--- src/hw/kmeans_pkg.sv ---
package kmeans_pkg;

  // Sizes
  localparam int DATA_W     = 8;
  localparam int NUM_K      = 5;
  localparam int K_W        = 3;
  localparam int NUM_DIM    = 2;
  localparam int MAX_POINTS = 256;
  localparam int ADDR_W     = 8;
  localparam int CNT_W      = 9;
  localparam int SQR_W      = 16;
  localparam int DIST_W     = 17;
  localparam int ACC_W      = 16;
  localparam int PIPE_LAT   = 6;
  localparam int APB_AW     = 12;
  localparam int APB_DW     = 32;

  // Register map, byte offsets
  localparam logic [APB_AW-1:0] REG_CTRL       = 12'h000;
  localparam logic [APB_AW-1:0] REG_STATUS     = 12'h004;
  localparam logic [APB_AW-1:0] REG_NPTS       = 12'h008;
  localparam logic [APB_AW-1:0] REG_CENT_BASE  = 12'h010;
  localparam logic [APB_AW-1:0] REG_SUM0_BASE  = 12'h040;
  localparam logic [APB_AW-1:0] REG_SUM1_BASE  = 12'h060;
  localparam logic [APB_AW-1:0] REG_CNT_BASE   = 12'h080;
  localparam logic [APB_AW-1:0] REG_POINT_BASE = 12'h400;

  // One point or one centroid, d0 in the low byte
  typedef struct packed {
    logic [DATA_W-1:0] d1;
    logic [DATA_W-1:0] d0;
  } point_t;

  typedef point_t [NUM_K-1:0] centroid_set_t;

  typedef struct packed {
    logic              psel;
    logic              penable;
    logic              pwrite;
    logic [APB_AW-1:0] paddr;
    logic [APB_DW-1:0] pwdata;
  } apb_req_t;

  typedef struct packed {
    logic [APB_DW-1:0] prdata;
    logic              pready;
    logic              pslverr;
  } apb_rsp_t;

  // Pipeline output
  typedef struct packed {
    logic           valid;
    logic [K_W-1:0] idx;
    point_t         pt;
  } assign_t;

  typedef struct packed {
    logic [ACC_W-1:0] sum0;
    logic [ACC_W-1:0] sum1;
    logic [CNT_W-1:0] count;
  } cluster_stats_t;

  typedef cluster_stats_t [NUM_K-1:0] stats_set_t;

endpackage

--- src/hw/kmeans_distance_pipe.sv ---
`timescale 1ns/1ps

module kmeans_distance_pipe import kmeans_pkg::*; (
  input  logic          clk,
  input  logic          rst,
  input  logic          i_valid,
  input  point_t        i_pt,
  input  centroid_set_t i_centroids,
  output assign_t       o_assign
);

  logic [DATA_W-1:0] diff0_s1 [NUM_K];
  logic [DATA_W-1:0] diff1_s1 [NUM_K];
  logic [SQR_W-1:0]  sq0_s2   [NUM_K];
  logic [SQR_W-1:0]  sq1_s2   [NUM_K];
  logic [DIST_W-1:0] dist_s3  [NUM_K];

  // Comparison tree, 5 -> 3 -> 2 -> 1
  logic [DIST_W-1:0] best_s4 [3];
  logic [K_W-1:0]    idx_s4  [3];
  logic [DIST_W-1:0] best_s5 [2];
  logic [K_W-1:0]    idx_s5  [2];
  logic [K_W-1:0]    idx_s6;

  logic [PIPE_LAT-1:0] valid_q;
  point_t              pt_q [PIPE_LAT];

  function automatic logic [DATA_W-1:0] abs_diff(input logic [DATA_W-1:0] a,
                                                 input logic [DATA_W-1:0] b);
    return (a > b) ? a - b : b - a;
  endfunction

  always_ff @(posedge clk) begin
    for (int k = 0; k < NUM_K; k++) begin
      diff0_s1[k] <= abs_diff(i_pt.d0, i_centroids[k].d0);
      diff1_s1[k] <= abs_diff(i_pt.d1, i_centroids[k].d1);
      sq0_s2[k]   <= SQR_W'(diff0_s1[k]) * SQR_W'(diff0_s1[k]);
      sq1_s2[k]   <= SQR_W'(diff1_s1[k]) * SQR_W'(diff1_s1[k]);
      dist_s3[k]  <= DIST_W'(sq0_s2[k]) + DIST_W'(sq1_s2[k]);
    end

    // Left operand always has the lower index, so <= keeps it on a tie
    best_s4[0] <= (dist_s3[0] <= dist_s3[1]) ? dist_s3[0] : dist_s3[1];
    idx_s4[0]  <= (dist_s3[0] <= dist_s3[1]) ? K_W'(0) : K_W'(1);
    best_s4[1] <= (dist_s3[2] <= dist_s3[3]) ? dist_s3[2] : dist_s3[3];
    idx_s4[1]  <= (dist_s3[2] <= dist_s3[3]) ? K_W'(2) : K_W'(3);
    best_s4[2] <= dist_s3[NUM_K-1];
    idx_s4[2]  <= K_W'(NUM_K-1);

    best_s5[0] <= (best_s4[0] <= best_s4[1]) ? best_s4[0] : best_s4[1];
    idx_s5[0]  <= (best_s4[0] <= best_s4[1]) ? idx_s4[0] : idx_s4[1];
    best_s5[1] <= best_s4[2];
    idx_s5[1]  <= idx_s4[2];

    idx_s6 <= (best_s5[0] <= best_s5[1]) ? idx_s5[0] : idx_s5[1];

    // Point rides along with its distance
    pt_q[0] <= i_pt;
    for (int i = 1; i < PIPE_LAT; i++) begin
      pt_q[i] <= pt_q[i-1];
    end
  end

  always_ff @(posedge clk) begin
    if (rst) begin
      valid_q <= '0;
    end else begin
      valid_q <= {valid_q[PIPE_LAT-2:0], i_valid};
    end
  end

  assign o_assign.valid = valid_q[PIPE_LAT-1];
  assign o_assign.idx   = idx_s6;
  assign o_assign.pt    = pt_q[PIPE_LAT-1];

endmodule

--- config.mk ---
export PLATFORM = sky130hd
export DESIGN_NAME = kmeans_distance_pipe
export DESIGN_NICKNAME = d
export VERILOG_FILES = /design/src/hw/kmeans_pkg.sv /design/src/hw/kmeans_distance_pipe.sv
export SDC_FILE = /design/constraint.sdc
export NUM_CORES = 2
export LEC_CHECK = 0
export BUFFER_PORTS_ARGS = -buffer_cell sky130_fd_sc_hd__buf_2
export CAP_MARGIN = 5
export CORE_MARGIN = 2
export CORE_UTILIZATION = 45
export DETAILED_ROUTE_END_ITERATION = 8
export HOLD_SLACK_MARGIN = 0.03
export SLEW_MARGIN = 10
export SYNTH_ARGS = -nofsm -noshare
export SYNTH_HDL_FRONTEND = slang
export SYNTH_SLANG_ARGS = --single-unit
--- constraint.sdc ---
create_clock -name clk -period 13.2 [get_ports clk]
set_input_delay 0 -clock clk [delete_from_list [all_inputs] [get_ports clk]]
set_output_delay 0 -clock clk [all_outputs]
set_load 0.03 [all_outputs]
==> flow_summary.toml <==
[status]
status = "finished clean"

[layout]
syn_to_final_growth_pct = 12.2
layout-drive-gt1-share_pct = 8.44
final_nets = 5126
final_cell_area_um2 = 42900
diodes = 0

[worst_setup_path]
worst_ep_arrival_time_ps = 4900
worstReg2RegStart = "diff0_s1[0][5]"
crit_path_frequent_cell = "fa_1"
r2r-end = "sq0_s2[0][12]"
critPathMaxFanout = 8
path_buf_inv = 3
cp_top_family = "adder cells"
cp_slowest_cell = "or4b_2"
reg2reg_slack_ps = 8830
cp-start-kind = "flip-flop"
required_ps = 13730
crit_type = "flip-flop to flip-flop"
rr_worst_depth = 13
cp_slowest_stage_delay_ps = 630
crit_path_cell_trace = "inv_1 > nor2_1 > fa_1 > fa_1 > inv_1 > fa_1 > fa_1 > inv_1 > ha_1 > o31a_1 > nand2_1 > or4b_2 > o2111ai_1"
cp-end-kind = "flip-flop"

[synth]
syn_area_per_cell_um2 = 9.66
synth-main-ff-cell = "dfxtp_1"
synth_area_leaders = "dfxtp_1, ha_1, fa_1"
synth_edf_count = 0
synthCells = 3956
synth_area_um2 = 38200
synth_top_area_cell = "dfxtp_1"
seq_area_frac_synth_pct = 26.7
async_flop_share_pct = 0
synth_top_area_share_pct = 26.7
ys_types = 68
ys_seq_elements = 509
synth_common_cells = "inv_1, ha_1, dfxtp_1"
yosysMostFrequentCell = "inv_1"
yosys_warnings = 0

[timing]
setup_tns_ps = 0
min_period_ps = 4370
hold_viol_final = 0
maxSlewHeadroom_pct = 33.3
tightest_slew_ps = 1000
grt_setup_unrepaired = "no"
fmax_mhz = 229
slew_violations = 0
timing.final.crit_share_pct = 33.1
setup_viol = 0
skew_ps = 17.4

[global_routing]
antenna_found_initial = 0
grt_pass1_vias = 27117
track_usage_pct = 18.4
grt_overflow = 0
grt_first_pass_wirelength_um = 132000
grt_max_degree = 20

[worst_hold_path]
min_path_cells = 3
min_to = "diff1_s1[0][37]"
hp-class = "input pin to flip-flop"
hp-start = "i_centroids[77]"

[clock_tree]
cts-root-buf = "clkbuf_16"
cts_sinks = 509
htreeDepth = 2
path_clk_slew_ps = 70
cts_tree = "built"
cts_resized = 0
cts_buffers = 57
clockBufferDepth = 3
clock_latency_ps = 620

[floorplanning]
chipHeight_um = 295
coreArea_um2 = 83800
io_pins = 119
rows = 106
die_area_um2 = 87200
start_util_pct = 45.6
die_width_um = 295

[detailed_routing]
firstDrtPassIters = 5
drt_iter0_drc = 1019
viasPerCell = 4.96
drc = 0
vias = 26566
wl_per_cell_um = 14.6
wl_um = 78000
ant_nets = 0

[placement]
place_area_um2 = 39700
place_congestion = 0.846
io_buffers = 118
dp_hpwl_um = 62800

[flow_run]
max_cap_violations = 0
## metal layers
layer / routed length (µm) / GRT usage (%) / vias up
li1: - / - / 13491
met1: 35600 / 23.4 / 12712
met2: 39000 / 33.3 / 275
met3: 2230 / 2.47 / 88
met4: 1240 / 3.85 / 0
met5: 0 / 0 / -
## cell type report
cell class                      instances  area (µm²)
Sequential cell                       509       10200
Inverter                              658        2470
Clock buffer                           72        1620
Tap cell                             1134        1420
Multi-Input combinational cell       2714       25100
Clock inverter                         34         342
Timing Repair Buffer                  233        1740
Fill cell                            7797       41000
## tightest hold or removal path, cell delays in order
cell,delay (ps)
buf_2,100
ha_1,270
xnor2_1,220
## logic make-up (layout without fill, tap and decap cells)
kind of cell / after synthesis / count (layout) / synth area share, %
AND/OR/NAND/NOR: 846 / 846 / 11.5
multiplexers: 123 / 123 / 3.75
flip-flops: 509 / 509 / 26.7
AO/OA/AOI/OAI: 610 / 610 / 10.7
XOR/XNOR: 279 / 279 / 6.40
other: 1 / 2 / 0.00982
adder cells (fa/ha/maj): 854 / 854 / 33.3
buffers and inverters: 734 / 997 / 7.69
## how the worst max path moves through the flow
stage | start | to | slack, ps | cells after the start
floorplan | diff1_s1[0][21] | sq1_s2[0][45] | 8990 | 15
CTS | diff0_s1[0][5] | sq0_s2[0][12] | 8810 | 14
global placement | diff0_s1[0][5] | sq0_s2[0][12] | 8930 | 13
detailed placement | diff0_s1[0][5] | sq0_s2[0][12] | 8860 | 14
finish | diff0_s1[0][5] | sq0_s2[0][12] | 8830 | 13
global route | diff0_s1[0][5] | sq0_s2[0][12] | 8540 | 14
## metrics by stage
stage	cells	utilization, %	hold WS [ps]	setup slack (ps)
floorplan	3957	-	27.7	8990
global placement	5133	47.4	227	8930
detailed placement	5133	47.4	224	8860
CTS	5354	51.1	31.9	8810
global route	5354	51.1	70.1	8540
finish	5354	51.1	85.5	8830
## placed cells by master, fill, tap and decap left out, types with 39 or more instances in the layout
cell,n
a21o_1,76
a21oi_1,163
and2_1,190
buf_2,118
clkbuf_16,59
dfxtp_1,509
dlygate4sd3_1,115
fa_1,270
ha_1,584
inv_1,658
mux2_2,48
mux2i_1,39
nand2_1,190
nor2_1,145
nor2b_1,78
nor3_1,73
o21ai_0,137
xnor2_1,184
xor2_1,95
## sequential cells by signal, summed over array words and instances (netlist names), 3 cells and up
signal	cells
best_s5	34
diff1_s1	40
idx_s6	3
sq0_s2	75
sq1_s2	75
best_s4	51
pt_q	96
dist_s3	85
diff0_s1	40
valid_q	6
## repair_timing
action / 4_1_cts / 5_1_grt
endpoints found under the hold margin: 101 / 0
buffers inserted: 0 / 0
hold buffers: 115 / 0
Power is not shown: default switching activity piles up to over one toggle a cycle in this logic, so the estimate is an artifact.
