===== src/hw/kmeans_pkg.sv =====
package kmeans_pkg;

  // Sizes
  localparam int DATA_W     = 8;
  localparam int NUM_K      = 5;
  localparam int K_W        = 3;
  localparam int NUM_DIM    = 2;
  localparam int MAX_POINTS = 256;
  localparam int ADDR_W     = 8;
  localparam int CNT_W      = 9;
  localparam int SQR_W      = 16;
  localparam int DIST_W     = 17;
  localparam int ACC_W      = 16;
  localparam int PIPE_LAT   = 6;
  localparam int APB_AW     = 12;
  localparam int APB_DW     = 32;

  // Register map, byte offsets
  localparam logic [APB_AW-1:0] REG_CTRL       = 12'h000;
  localparam logic [APB_AW-1:0] REG_STATUS     = 12'h004;
  localparam logic [APB_AW-1:0] REG_NPTS       = 12'h008;
  localparam logic [APB_AW-1:0] REG_CENT_BASE  = 12'h010;
  localparam logic [APB_AW-1:0] REG_SUM0_BASE  = 12'h040;
  localparam logic [APB_AW-1:0] REG_SUM1_BASE  = 12'h060;
  localparam logic [APB_AW-1:0] REG_CNT_BASE   = 12'h080;
  localparam logic [APB_AW-1:0] REG_POINT_BASE = 12'h400;

  // One point or one centroid, d0 in the low byte
  typedef struct packed {
    logic [DATA_W-1:0] d1;
    logic [DATA_W-1:0] d0;
  } point_t;

  typedef point_t [NUM_K-1:0] centroid_set_t;

  typedef struct packed {
    logic              psel;
    logic              penable;
    logic              pwrite;
    logic [APB_AW-1:0] paddr;
    logic [APB_DW-1:0] pwdata;
  } apb_req_t;

  typedef struct packed {
    logic [APB_DW-1:0] prdata;
    logic              pready;
    logic              pslverr;
  } apb_rsp_t;

  // Pipeline output
  typedef struct packed {
    logic           valid;
    logic [K_W-1:0] idx;
    point_t         pt;
  } assign_t;

  typedef struct packed {
    logic [ACC_W-1:0] sum0;
    logic [ACC_W-1:0] sum1;
    logic [CNT_W-1:0] count;
  } cluster_stats_t;

  typedef cluster_stats_t [NUM_K-1:0] stats_set_t;

endpackage


===== src/hw/kmeans_cluster_acc.sv =====
`timescale 1ns/1ps

module kmeans_cluster_acc import kmeans_pkg::*; (
  input  logic             clk,
  input  logic             rst,
  input  logic             i_start,
  input  logic [CNT_W-1:0] i_npts,
  input  assign_t          i_assign,
  output stats_set_t       o_stats,
  output logic             o_done
);

  logic [CNT_W-1:0] accepted;
  logic [CNT_W-1:0] accepted_nxt;

  assign accepted_nxt = accepted + CNT_W'(1);

  // NPTS cannot change during a pass, so it is compared directly
  always_ff @(posedge clk) begin
    if (rst) begin
      o_stats  <= '0;
      accepted <= '0;
      o_done   <= 1'b0;
    end else begin
      o_done <= 1'b0;
      if (i_start) begin
        o_stats  <= '0;
        accepted <= '0;
        // Empty pass finishes right away
        o_done   <= (i_npts == '0);
      end else if (i_assign.valid) begin
        o_stats[i_assign.idx].sum0  <= o_stats[i_assign.idx].sum0 + ACC_W'(i_assign.pt.d0);
        o_stats[i_assign.idx].sum1  <= o_stats[i_assign.idx].sum1 + ACC_W'(i_assign.pt.d1);
        o_stats[i_assign.idx].count <= o_stats[i_assign.idx].count + CNT_W'(1);
        accepted <= accepted_nxt;
        o_done   <= (accepted_nxt == i_npts);
      end
    end
  end

endmodule


===== config.mk =====
export PLATFORM = sky130hd
export DESIGN_NAME = kmeans_cluster_acc
export DESIGN_NICKNAME = d
export VERILOG_FILES = /design/src/hw/kmeans_pkg.sv /design/src/hw/kmeans_cluster_acc.sv
export SDC_FILE = /design/constraint.sdc
export NUM_CORES = 1
export LEC_CHECK = 0
export ABC_AREA = 0
export BUFFER_PORTS_ARGS = -buffer_cell sky130_fd_sc_hd__buf_4
export CAP_MARGIN = 20
export CORE_MARGIN = 10
export CORE_UTILIZATION = 47
export DETAILED_ROUTE_END_ITERATION = 10
export GPL_ROUTABILITY_DRIVEN = 1
export PLACE_DENSITY = 0.85
export SYNTH_ARGS = -nofsm -noshare
export SYNTH_HDL_FRONTEND = slang
export SYNTH_SLANG_ARGS = --single-unit

===== constraint.sdc =====
create_clock -name clk -period 4.85 [get_ports clk]
set_clock_uncertainty 0.1 [all_clocks]
set_input_delay 0.97 -clock clk [delete_from_list [all_inputs] [get_ports clk]]
set_output_delay 0.97 -clock clk [all_outputs]
set_load 0.02 [all_outputs]

==> flow_summary_export.csv <==
group,metric,value,unit
timing,fmax,0.2500,GHz
die,pin_count,238,
logic_synthesis,synth_edf_count,0,
setup_path,r2r_end,"o_stats[62]",
cts,cts_resized,0,
cells_and_area,syn_to_final_growth,26.70,%
timing,final_max_slew_viol_count,0,
grt,grt_pass1_wl,59500,µm
setup_path,setup.worst_path.end_class,"register",
die,die_x,169.1,µm
cts,cts_hold_buffers,0,
worst_hold_path,hp-class,"register to register",
timing,rsz0062_at_grt,"no",
setup_path,worstSetupPathType,"primary input to register",
cells_and_area,layout.nets,1565,
setup_path,critical_path_arrival,4.34,ns
setup_path,path_buf_inv,2,
cts,cts-root-buf,"clkbuf_16",
route,wl_per_cell,21.66,µm
setup_path,max_stage_delay,0.46,ns
place,dp_hpwl,27070,µm
worst_hold_path,hp-start,"o_stats[168]",
cts,clk_pin_slew,0.06,ns
cts,post_cts_buffers,0,
timing,final-hold-violation-count,0,
setup_path,worstPathRequired,5.19,ns
die,core-area,21820,µm²
setup_path,cpMaxStageDelayCell,"or3b_2",
route,routed_via_density,6.021,
cells_and_area,drive_gt1_share,21.58,%
timing,slew_headroom,27.35,%
logic_synthesis,synthesis.instances,1316,
pwr,power,3.938,mW
logic_synthesis,synth_nets,1368,
grt,grt_use_total,25.55,%
setup_path,r2r_start,"o_stats[50]",
setup_path,cp-endpoint,"o_stats[62]",
pwr,pwr-share-clk,47.0,%
job,cap_violations,0,
cts,insertion_delay,0.52,ns
die,placementRows,54,
timing,min_period,4.001,ns
grt,gr-total-overflow,0,
place,place_inst,1767,
pwr,pwr-share-seq,45.4,%
logic_synthesis,netlist_area,10450,µm²
cts,htreeDepth,1,
timing,final-setup-viol-count,0,
logic_synthesis,yosysWarnings,0,
timing,post-route-period-util,82.49,%
die,dieHeight,169.1,µm
setup_path,worstPathMaxFanout,25,
route,num_vias,10892,
setup_path,regToRegSetupSlack,1.43,ns
setup_path,worst-path-stages,13,
route,first_iter_violations,1304,
timing,hold_slack,0.3648,ns
route,drt-total-wl,39180,µm
cts,cts_buffers,24,
timing,worst_pin_slew,1.089,ns
setup_path,ff2ff_path_depth,14,
die,start_util,47.88,%
setup_path,crit_start,"i_assign[18]",
die,die_area,28590,µm²
cells_and_area,fin_cells,1809,
setup_path,path_cells,"buf_4 > and2b_1 > buf_4 > a21oi_1 > o22a_1 > fa_1 > nand2b_1 > a211oi_1 > o22ai_1 > nor3b_1 > nand2b_1 > or3b_2 > a21oi_1",
cells_and_area,antenna-diode-count,0,
logic_synthesis,synth_ff_type,"dfxtp_1",
route,drtAntennaViolNets,0,
route,firstDrtPassIters,6,
pwr,comb_power_share,7.7,%
grt,grt_max_degree,68,
run_status,outcome,"completed",
pwr,p_sw,955.7,µW
cts,cts.sinks,215,
setup_path,crit_path_start_kind,"primary input",
pwr,cellPowerDensity,297.4,nW/µm²
pwr,intPower,2.982,mW
place,port_buffers,237,
pwr,switching_share,24.27,%
pwr,peakVddDrop,0.0002038,V
logic_synthesis,ys_seq_area_share,41.19,%
grt,grt_pass1_vias,10585,
logic_synthesis,synthArstFlopShare,0,%
timing,fin_tns_setup,0,ns
cts,cts_tree,"yes",
place,place.gp.congestion,0.9124,
logic_synthesis,synth_cell_type_count,59,
route,drc_errors,0,
logic_synthesis,synth-seq-cells,215,
pwr,p_leak,5.070,nW
setup_path,critical_path.top_delay_family,"simple AND/OR/NAND/NOR gates",
logic_synthesis,syn_avg_cell_area,7.940,µm²
cts,clk_path_buf_depth,3,
grt,antenna_found_initial,0,
## kinds of logic (layout without fill, tap and decap cells)
logic type      Yosys count  after routing  share of synthesized area (%)
compound gates          332            332                          18.31
xor+xnor                 48             48                          4.024
fa+ha+maj                20             20                          2.539
buf+inv                 106            319                          4.311
flops                   215            215                          41.19
mux                      74             74                          7.712
simple gates            521            521                          21.91
## sequential cells by signal (all words and copies together) (netlist names)
register	count
o_done	1
o_stats	205
accepted	9
## worst min path at each step
stage / slack, ns / cells after the start / end
3_3_place_gp: 0.35 / 2 / o_stats[168]
6_report: 0.36 / 2 / o_stats[168]
5_1_grt: 0.39 / 2 / o_stats[31]
4_1_cts: 0.37 / 2 / o_stats[168]
2_1_floorplan: 0.38 / 2 / accepted[1]
3_5_place_dp: 0.36 / 2 / o_stats[168]
## worst reg2reg max path, cell delays in order (launching register included)
cell      delay (ns)
dfxtp_1         0.38
mux2i_1         0.11
nor2_1          0.10
a21oi_1         0.05
o22ai_1         0.15
ha_1            0.22
inv_1           0.07
fa_1            0.39
nand2b_1        0.18
a211oi_1        0.32
o22ai_1         0.18
nor3b_1         0.27
nand2b_1        0.22
or3b_2          0.46
a21oi_1         0.14
## per-layer routing
metal	wire length, µm	vias to the layer above	global-route usage (%)
met5	0	-	0
met4	2144	0	14.26
met3	4218	132	5.628
met2	17280	733	39.14
met1	15540	5066	32.76
li1	-	4961	-
## power by group through the flow
stage / clock network [mW] / logic [mW] / registers (mW)
after floorplan: 0 / 0.172 / 1.83
after global placement: 0 / 0.286 / 1.82
after detailed placement: 0 / 0.291 / 1.82
after CTS: 1.85 / 0.293 / 1.79
after global routing: 1.92 / 0.318 / 1.79
final: 1.85 / 0.302 / 1.79
## cells in the mapped netlist (3+ instances only)
master	number	area, µm²
buf_1	5	18.77
o211ai_1	7	52.55
nor3_1	6	30.03
nor4_1	6	37.54
nor2_1	82	307.8
nor4b_1	3	26.28
o22ai_1	25	156.4
mux4_2	5	112.6
a21o_1	6	45.04
a22o_1	4	35.03
and2_1	13	81.33
a211oi_1	31	232.7
or2_2	4	25.02
nand2_1	303	1137
dfxtp_1	215	4304
clkbuf_1	78	292.8
xor2_1	14	122.6
a22oi_1	3	22.52
nand2b_1	7	43.79
o21ai_0	53	265.3
xnor2_1	34	297.8
nand3_1	47	235.2
a21oi_1	185	925.9
nand3b_1	12	90.09
ha_1	18	225.2
nand4_1	10	62.56
inv_1	9	33.78
or3_1	10	62.56
a221o_1	3	30.03
buf_4	5	37.54
mux2i_1	67	670.6
nor2b_1	3	18.77
buf_2	5	25.02
## stage by stage
step | instance area [µm²] | util [%] | setup slack [ns]
after floorplan | 10460 | - | 0.04367
after global placement | 12450 | 57.04 | 0.5409
after detailed placement | 12450 | 57.04 | 0.4243
after CTS | 13240 | 60.66 | 0.9404
after global routing | 13240 | 60.66 | 0.6331
final | 13240 | 60.66 | 0.8493
## area by class of cell
cell class / instances / area [µm²]
multi-input cells: 995 / 5736
inverters: 9 / 33.78
repair buffers: 268 / 2024
clock inverters: 5 / 80.08
clock buffers: 37 / 710.7
well taps: 280 / 350.3
fillers: 1874 / 8584
flip-flops and latches: 215 / 4304
## layout by cell type (no fill, tap or decap), drive strengths merged, types with 6 or more instances in the layout
master / count
nand2: 303
buf: 268
dfxtp: 215
a21oi: 185
nor2: 82
mux2i: 67
o21ai: 53
nand3: 47
clkbuf: 37
xnor2: 34
a211oi: 31
o22ai: 25
ha: 18
xor2: 14
and2: 13
nand3b: 12
or3: 10
nand4: 10
inv: 9
o211ai: 8
nor3: 8
nand2b: 7
nor4: 6
a21o: 6
No activity file was read; power rests on OpenSTA's default activity.
