`config.mk`:
```
export PLATFORM = sky130hd
export DESIGN_NAME = kmeans_apb_regs
export DESIGN_NICKNAME = d
export VERILOG_FILES = /design/src/hw/kmeans_pkg.sv /design/src/hw/kmeans_apb_regs.sv
export SDC_FILE = /design/constraint.sdc
export NUM_CORES = 1
export LEC_CHECK = 0
export BUFFER_PORTS_ARGS = -buffer_cell sky130_fd_sc_hd__clkbuf_2
export CAP_MARGIN = 20
export CORE_AREA = 2 2 159 161
export CTS_CLUSTER_DIAMETER = 200
export CTS_CLUSTER_SIZE = 25
export DETAILED_ROUTE_END_ITERATION = 10
export DIE_AREA = 0 0 161 163
export PLACE_DENSITY = 0.55
export SLEW_MARGIN = 20
export SYNTH_ARGS = -nofsm -noshare
export SYNTH_HDL_FRONTEND = slang
export SYNTH_SLANG_ARGS = --single-unit
```
`constraint.sdc`:
```
create_clock -name clk -period 4.95 [get_ports clk]
set_clock_uncertainty 0.1 [all_clocks]
set_input_delay 0.495 -clock clk [delete_from_list [all_inputs] [get_ports clk]]
set_output_delay 0.495 -clock clk [all_outputs]
set_load 0.01 [all_outputs]
```
`src/hw/kmeans_pkg.sv`:
```
package kmeans_pkg;

  // Sizes
  localparam int DATA_W     = 8;
  localparam int NUM_K      = 5;
  localparam int K_W        = 3;
  localparam int NUM_DIM    = 2;
  localparam int MAX_POINTS = 256;
  localparam int ADDR_W     = 8;
  localparam int CNT_W      = 9;
  localparam int SQR_W      = 16;
  localparam int DIST_W     = 17;
  localparam int ACC_W      = 16;
  localparam int PIPE_LAT   = 6;
  localparam int APB_AW     = 12;
  localparam int APB_DW     = 32;

  // Register map, byte offsets
  localparam logic [APB_AW-1:0] REG_CTRL       = 12'h000;
  localparam logic [APB_AW-1:0] REG_STATUS     = 12'h004;
  localparam logic [APB_AW-1:0] REG_NPTS       = 12'h008;
  localparam logic [APB_AW-1:0] REG_CENT_BASE  = 12'h010;
  localparam logic [APB_AW-1:0] REG_SUM0_BASE  = 12'h040;
  localparam logic [APB_AW-1:0] REG_SUM1_BASE  = 12'h060;
  localparam logic [APB_AW-1:0] REG_CNT_BASE   = 12'h080;
  localparam logic [APB_AW-1:0] REG_POINT_BASE = 12'h400;

  // One point or one centroid, d0 in the low byte
  typedef struct packed {
    logic [DATA_W-1:0] d1;
    logic [DATA_W-1:0] d0;
  } point_t;

  typedef point_t [NUM_K-1:0] centroid_set_t;

  typedef struct packed {
    logic              psel;
    logic              penable;
    logic              pwrite;
    logic [APB_AW-1:0] paddr;
    logic [APB_DW-1:0] pwdata;
  } apb_req_t;

  typedef struct packed {
    logic [APB_DW-1:0] prdata;
    logic              pready;
    logic              pslverr;
  } apb_rsp_t;

  // Pipeline output
  typedef struct packed {
    logic           valid;
    logic [K_W-1:0] idx;
    point_t         pt;
  } assign_t;

  typedef struct packed {
    logic [ACC_W-1:0] sum0;
    logic [ACC_W-1:0] sum1;
    logic [CNT_W-1:0] count;
  } cluster_stats_t;

  typedef cluster_stats_t [NUM_K-1:0] stats_set_t;

endpackage

```
`src/hw/kmeans_apb_regs.sv`:
```
`timescale 1ns/1ps

module kmeans_apb_regs import kmeans_pkg::*; (
  input  logic              clk,
  input  logic              rst,
  input  apb_req_t          i_apb,
  output apb_rsp_t          o_apb,
  output logic              o_start,
  output logic [CNT_W-1:0]  o_npts,
  output centroid_set_t     o_centroids,
  output logic              o_pt_we,
  output logic [ADDR_W-1:0] o_pt_addr,
  output point_t            o_pt_data,
  input  stats_set_t        i_stats,
  input  logic              i_done
);

  logic busy;
  logic done;
  logic access;
  logic wr_en;
  logic hit_ctrl, hit_status, hit_npts, hit_cent;
  logic hit_sum0, hit_sum1, hit_cnt, hit_point;
  logic cfg_hit;
  logic mapped;
  logic [APB_AW-1:0] cent_word, sum0_word, sum1_word, cnt_word, pt_word;

  // Word index relative to a window base, wraps to a large value below the base
  function automatic logic [APB_AW-1:0] word_off(input logic [APB_AW-1:0] addr,
                                                 input logic [APB_AW-1:0] base);
    logic [APB_AW-1:0] off;
    off = addr - base;
    return off >> 2;
  endfunction

  assign access = i_apb.psel & i_apb.penable;
  assign wr_en  = access & i_apb.pwrite;

  assign cent_word = word_off(i_apb.paddr, REG_CENT_BASE);
  assign sum0_word = word_off(i_apb.paddr, REG_SUM0_BASE);
  assign sum1_word = word_off(i_apb.paddr, REG_SUM1_BASE);
  assign cnt_word  = word_off(i_apb.paddr, REG_CNT_BASE);
  assign pt_word   = word_off(i_apb.paddr, REG_POINT_BASE);

  assign hit_ctrl   = (i_apb.paddr == REG_CTRL);
  assign hit_status = (i_apb.paddr == REG_STATUS);
  assign hit_npts   = (i_apb.paddr == REG_NPTS);
  assign hit_cent   = (cent_word < NUM_K);
  assign hit_sum0   = (sum0_word < NUM_K);
  assign hit_sum1   = (sum1_word < NUM_K);
  assign hit_cnt    = (cnt_word < NUM_K);
  assign hit_point  = (pt_word < MAX_POINTS);

  // Configuration is frozen while a pass runs
  assign cfg_hit = hit_ctrl | hit_npts | hit_cent | hit_point;
  assign mapped  = cfg_hit | hit_status | hit_sum0 | hit_sum1 | hit_cnt;

  assign o_apb.pready  = 1'b1;
  assign o_apb.pslverr = access & (~mapped | (wr_en & cfg_hit & busy));

  // Point memory is written straight from the access cycle
  assign o_pt_we   = wr_en & hit_point & ~busy;
  assign o_pt_addr = pt_word[ADDR_W-1:0];
  assign o_pt_data = point_t'(i_apb.pwdata[2*DATA_W-1:0]);

  always_comb begin
    o_apb.prdata = '0;
    if (hit_status) begin
      o_apb.prdata = {{(APB_DW-2){1'b0}}, done, busy};
    end else if (hit_npts) begin
      o_apb.prdata = APB_DW'(o_npts);
    end else if (hit_cent) begin
      o_apb.prdata = APB_DW'(o_centroids[cent_word[K_W-1:0]]);
    end else if (hit_sum0) begin
      o_apb.prdata = APB_DW'(i_stats[sum0_word[K_W-1:0]].sum0);
    end else if (hit_sum1) begin
      o_apb.prdata = APB_DW'(i_stats[sum1_word[K_W-1:0]].sum1);
    end else if (hit_cnt) begin
      o_apb.prdata = APB_DW'(i_stats[cnt_word[K_W-1:0]].count);
    end
  end

  always_ff @(posedge clk) begin
    if (rst) begin
      o_start     <= 1'b0;
      busy        <= 1'b0;
      done        <= 1'b0;
      o_npts      <= '0;
      o_centroids <= '0;
    end else begin
      o_start <= 1'b0;
      if (i_done) begin
        busy <= 1'b0;
        done <= 1'b1;
      end
      if (wr_en && !busy) begin
        if (hit_ctrl && i_apb.pwdata[0]) begin
          o_start <= 1'b1;
          busy    <= 1'b1;
          done    <= 1'b0;
        end
        // Clamp to the memory depth
        if (hit_npts) begin
          o_npts <= (i_apb.pwdata > MAX_POINTS) ? CNT_W'(MAX_POINTS)
                                                : i_apb.pwdata[CNT_W-1:0];
        end
        if (hit_cent) begin
          o_centroids[cent_word[K_W-1:0]] <= point_t'(i_apb.pwdata[2*DATA_W-1:0]);
        end
      end
    end
  end

endmodule

```
==> impl_metrics.csv <==
group,metric,value,unit
clock_tree,cts.sinks,92,
grt,grt_max_degree,93,
cells_and_area,multi_input_area,4300,um^2
clock_tree,hold_buffers,0,
floorplanning,dieArea,26200,um^2
sta,layout_setup_ws,1030,ps
worst_setup_path,max_stage_delay,470,ps
worst_setup_path,timing.reg2reg.setup_slack,2120,ps
sta,fin_tns_setup,0,ps
synth,ys_seq_area_share,27.6,%
cells_and_area,num-nets-final,1328,
floorplanning,core-area,24700,um^2
sta,rsz0062_at_grt,"no",
routing,detail-route-antenna-nets,0,
synth,yosysUniqueCellTypes,64,
placement,place_ws,1020,ps
cells_and_area,drive_above_1_share,45.1,%
clock_tree,cts-resized-gates,0,
clock_tree,cts_max_path_buffers,2,
worst_setup_path,critPathKind,"primary input to output port",
routing,drc_errors,0,
floorplanning,die_x,161,um
sta,max_clock_freq,0.255,GHz
sta,period_needed,3920,ps
grt,grt_pass1_wl,45.8,mm
power,ir_worst_vdd,0.000153,V
floorplanning,die-height,163,um
synth,syn_avg_cell_area,9.13,um^2
sta,final-setup-viol-count,0,
clock_tree,htreeDepth,3,
cells_and_area,register_area,1840,um^2
routing,vias,7140,
worst_setup_path,critPathMaxFanout,24,
synth,ys.flop_type,"dfxtp_1",
power,total_leakage_power,4.12,nW
cells_and_area,final_area,8960,um^2
worst_setup_path,worstPathArrival,3330,ps
worst_setup_path,crit_chain,"clkbuf_2 -> clkinv_1 -> ha_1 -> or4b_4 -> a211oi_4 -> nand4_4 -> buf_4 -> o211ai_1 -> mux2i_1 -> and3_1 -> clkbuf_2",
synth,syn-cell-area,6680,um^2
run_status,outcome,"finished, final reports clean",
sta,finalHoldViolations,0,
floorplanning,rows,58,
synth,ys_warn_count,0,
placement,place_area,8660,um^2
min_path,min_path_type,"primary input to flip-flop",
sta,finalMaxSlewViolations,0,
worst_setup_path,cp-end-kind,"output port",
synth,synthArstFlopShare,0,%
worst_setup_path,critPathSlowestCell,"or4b_4",
worst_setup_path,rr_worst_depth,5,
routing,wl_per_cell,23.2,um
synth,synthCells,732,
placement,place_hpwl,25.7,mm
sta,fin_hold_ws,342,ps
synth,synth_area_leaders,"dfxtp_1 (28%), mux2i_1 (15%), mux4_2 (13%)",
min_path,whs_path_depth,3,
grt,overflow,0,
worst_setup_path,cp_common_cell,"clkbuf_2",
synth,synth-edff-count,0,
routing,drtIter0Drc,443,
placement,gp_routability_congestion,0.874,
routing,drt_wl_total,32.5,mm
cells_and_area,area_growth,34.1,%
min_path,hold-path-endpoint,"busy$_SDFF_PP0_",
grt,grt_util_all_layers,23.6,%
synth,synth_seq_cells,92,
min_path,hold_path_startpoint,"i_done",
routing,vias_per_cell,5.09,
worst_setup_path,r2r_start,"busy$_SDFF_PP0_",
worst_setup_path,cp.required,4360,ps
worst_setup_path,r2r-end,"o_npts[1]$_SDFFE_PP0P_",
clock_tree,cts_tree,"yes",
floorplanning,start_util,27.1,%
routing,drt_pre_antenna_iters,5,
clock_tree,post_cts_buffers,0,
synth,synth.largest_area_cell,"dfxtp_1",
flow_run,max_cap_violations,0,
clock_tree,cts_buffers,9,
floorplanning,io_pins,404,
sta,relSlewSlack,32.3,%
cells_and_area,n_fill_cell,2634,
placement,portBuffers,386,
clock_tree,clkTransAtPathRegs,70,ps
sta,worstMarginPinSlew,1020,ps
grt,antenna_found_initial,6,
sta,finalCritPeriodShare,79.3,%
clock_tree,clockRootBuffer,"clkbuf_16",
power,pwr_density_cell,199,nW/um^2
grt,grt_pass1_vias,6999,
clock_tree,worstSkewPairLatency,340,ps
worst_setup_path,startpoint_type,"primary input",
synth,yosysTopAreaCellShare,27.6,%
## synthesized netlist by cell type, types with 2 or more instances
library cell  number
o221a_2            3
nand2b_1           3
nor2_1           119
inv_1             11
o32ai_1            2
mux4_2            38
o2111ai_1          2
mux2_2             6
o221ai_1           6
a211oi_1           2
nand4_1            5
ha_1               9
o2bb2ai_1          2
a21oi_1           41
nor3b_1            2
nand3_1            7
o21ai_0           13
a221oi_1           6
a22oi_1           23
buf_6              5
o32a_1             6
a21boi_0           3
buf_4             42
o31a_1             2
nor3_1             6
o22ai_1           19
and3_1            14
and4_1             2
conb_1             2
or2_2              3
and2_1             2
nand2_1           35
nor4_1            10
xnor2_1            3
o22a_1             5
o211ai_1           3
buf_2              4
dfxtp_1           92
nor4_4             3
clkbuf_1          38
nand4b_1           2
mux2i_1          103
buf_1              7
## sequential cells by signal (all words and copies together), names as in the netlist
signal       cells
o_centroids     80
o_npts           9
done             1
busy             1
o_start          1
## per-layer routing
layer	global-route usage [%]	vias up	wire length (um)
met4	7.79	2	656
met1	28.7	3425	13300
met3	5.42	38	2320
li1	-	3349	-
met5	0	-	13
met2	41.2	326	16200
## logic make-up (layout without fill, tap and decap cells)
group	count (synthesis)	after routing	synth area share, %
multiplexers	147	147	29.3
other	2	22	0.112
AND/OR/NAND/NOR	223	223	16.4
buffers and inverters	108	430	9.07
AO/OA/AOI/OAI	147	147	15.4
flip-flops	92	92	27.6
XOR/XNOR	4	4	0.525
adder cells (fa/ha/maj)	9	9	1.69
## layout make-up
| class | count | area share [%] |
|---|---|---|
| Sequential cell | 92 | 20.6 |
| Inverter | 12 | 0.503 |
| Tap cell | 330 | 4.61 |
| Multi-Input combinational cell | 547 | 48.0 |
| Timing Repair Buffer | 402 | 23.0 |
| Clock inverter | 6 | 0.503 |
| Antenna cell | 5 | 0.140 |
| Clock buffer | 10 | 2.67 |
## cell usage in the layout (no fill, tap or decap), types with 5 or more instances in the layout
| master | netlist | final |
|---|---|---|
| o22a_1 | 5 | 5 |
| dfxtp_1 | 92 | 92 |
| nor3_1 | 6 | 5 |
| o21ai_0 | 13 | 13 |
| diode_2 | 0 | 5 |
| o22ai_1 | 19 | 19 |
| ha_1 | 9 | 9 |
| nand2_1 | 35 | 35 |
| buf_4 | 42 | 19 |
| clkbuf_2 | 0 | 383 |
| inv_1 | 11 | 11 |
| o221ai_1 | 6 | 6 |
| nand4_1 | 5 | 5 |
| a22oi_1 | 23 | 23 |
| nor4_1 | 10 | 10 |
| o32a_1 | 6 | 6 |
| mux4_2 | 38 | 38 |
| mux2i_1 | 103 | 103 |
| and3_1 | 14 | 14 |
| a221oi_1 | 6 | 6 |
| mux2_2 | 6 | 6 |
| clkbuf_16 | 0 | 9 |
| conb_1 | 2 | 17 |
| a21oi_1 | 41 | 41 |
| nor2_1 | 119 | 119 |
| nand3_1 | 7 | 7 |
## how the worst max path moves through the flow
stage              start   endpoint  slack (ps)  cells after the start
2_1_floorplan  i_apb[36]  o_apb[16]        1050                     11
3_3_place_gp   i_apb[36]   o_apb[0]        1090                     11
3_5_place_dp   i_apb[36]   o_apb[0]        1020                     11
4_1_cts        i_apb[36]   o_apb[0]        1000                     11
5_1_grt        i_apb[36]   o_apb[0]         830                     11
6_report       i_apb[36]   o_apb[0]        1030                     11
## critical path, delay by kind of cell
family	cells	cell delay, ps
AO/OA/AOI/OAI	2	370
adder cells (fa/ha/maj)	1	360
buffers and inverters	4	810
multiplexers	1	200
AND/OR/NAND/NOR	3	1080
## metrics by stage
stage,utilization [%],instances,total power [mW]
finish,36.3,1404,1.79
global route,36.3,1404,1.86
CTS,36.3,1399,1.81
detailed placement,35.1,1383,1.14
global placement,35.1,1383,1.14
floorplan,-,747,0.966
## where the power goes
group	switching [mW]	internal, mW
logic	0.209	0.171
registers	0.000416	0.740
clock network	0.308	0.358
Power figures use the tool's default switching activity.
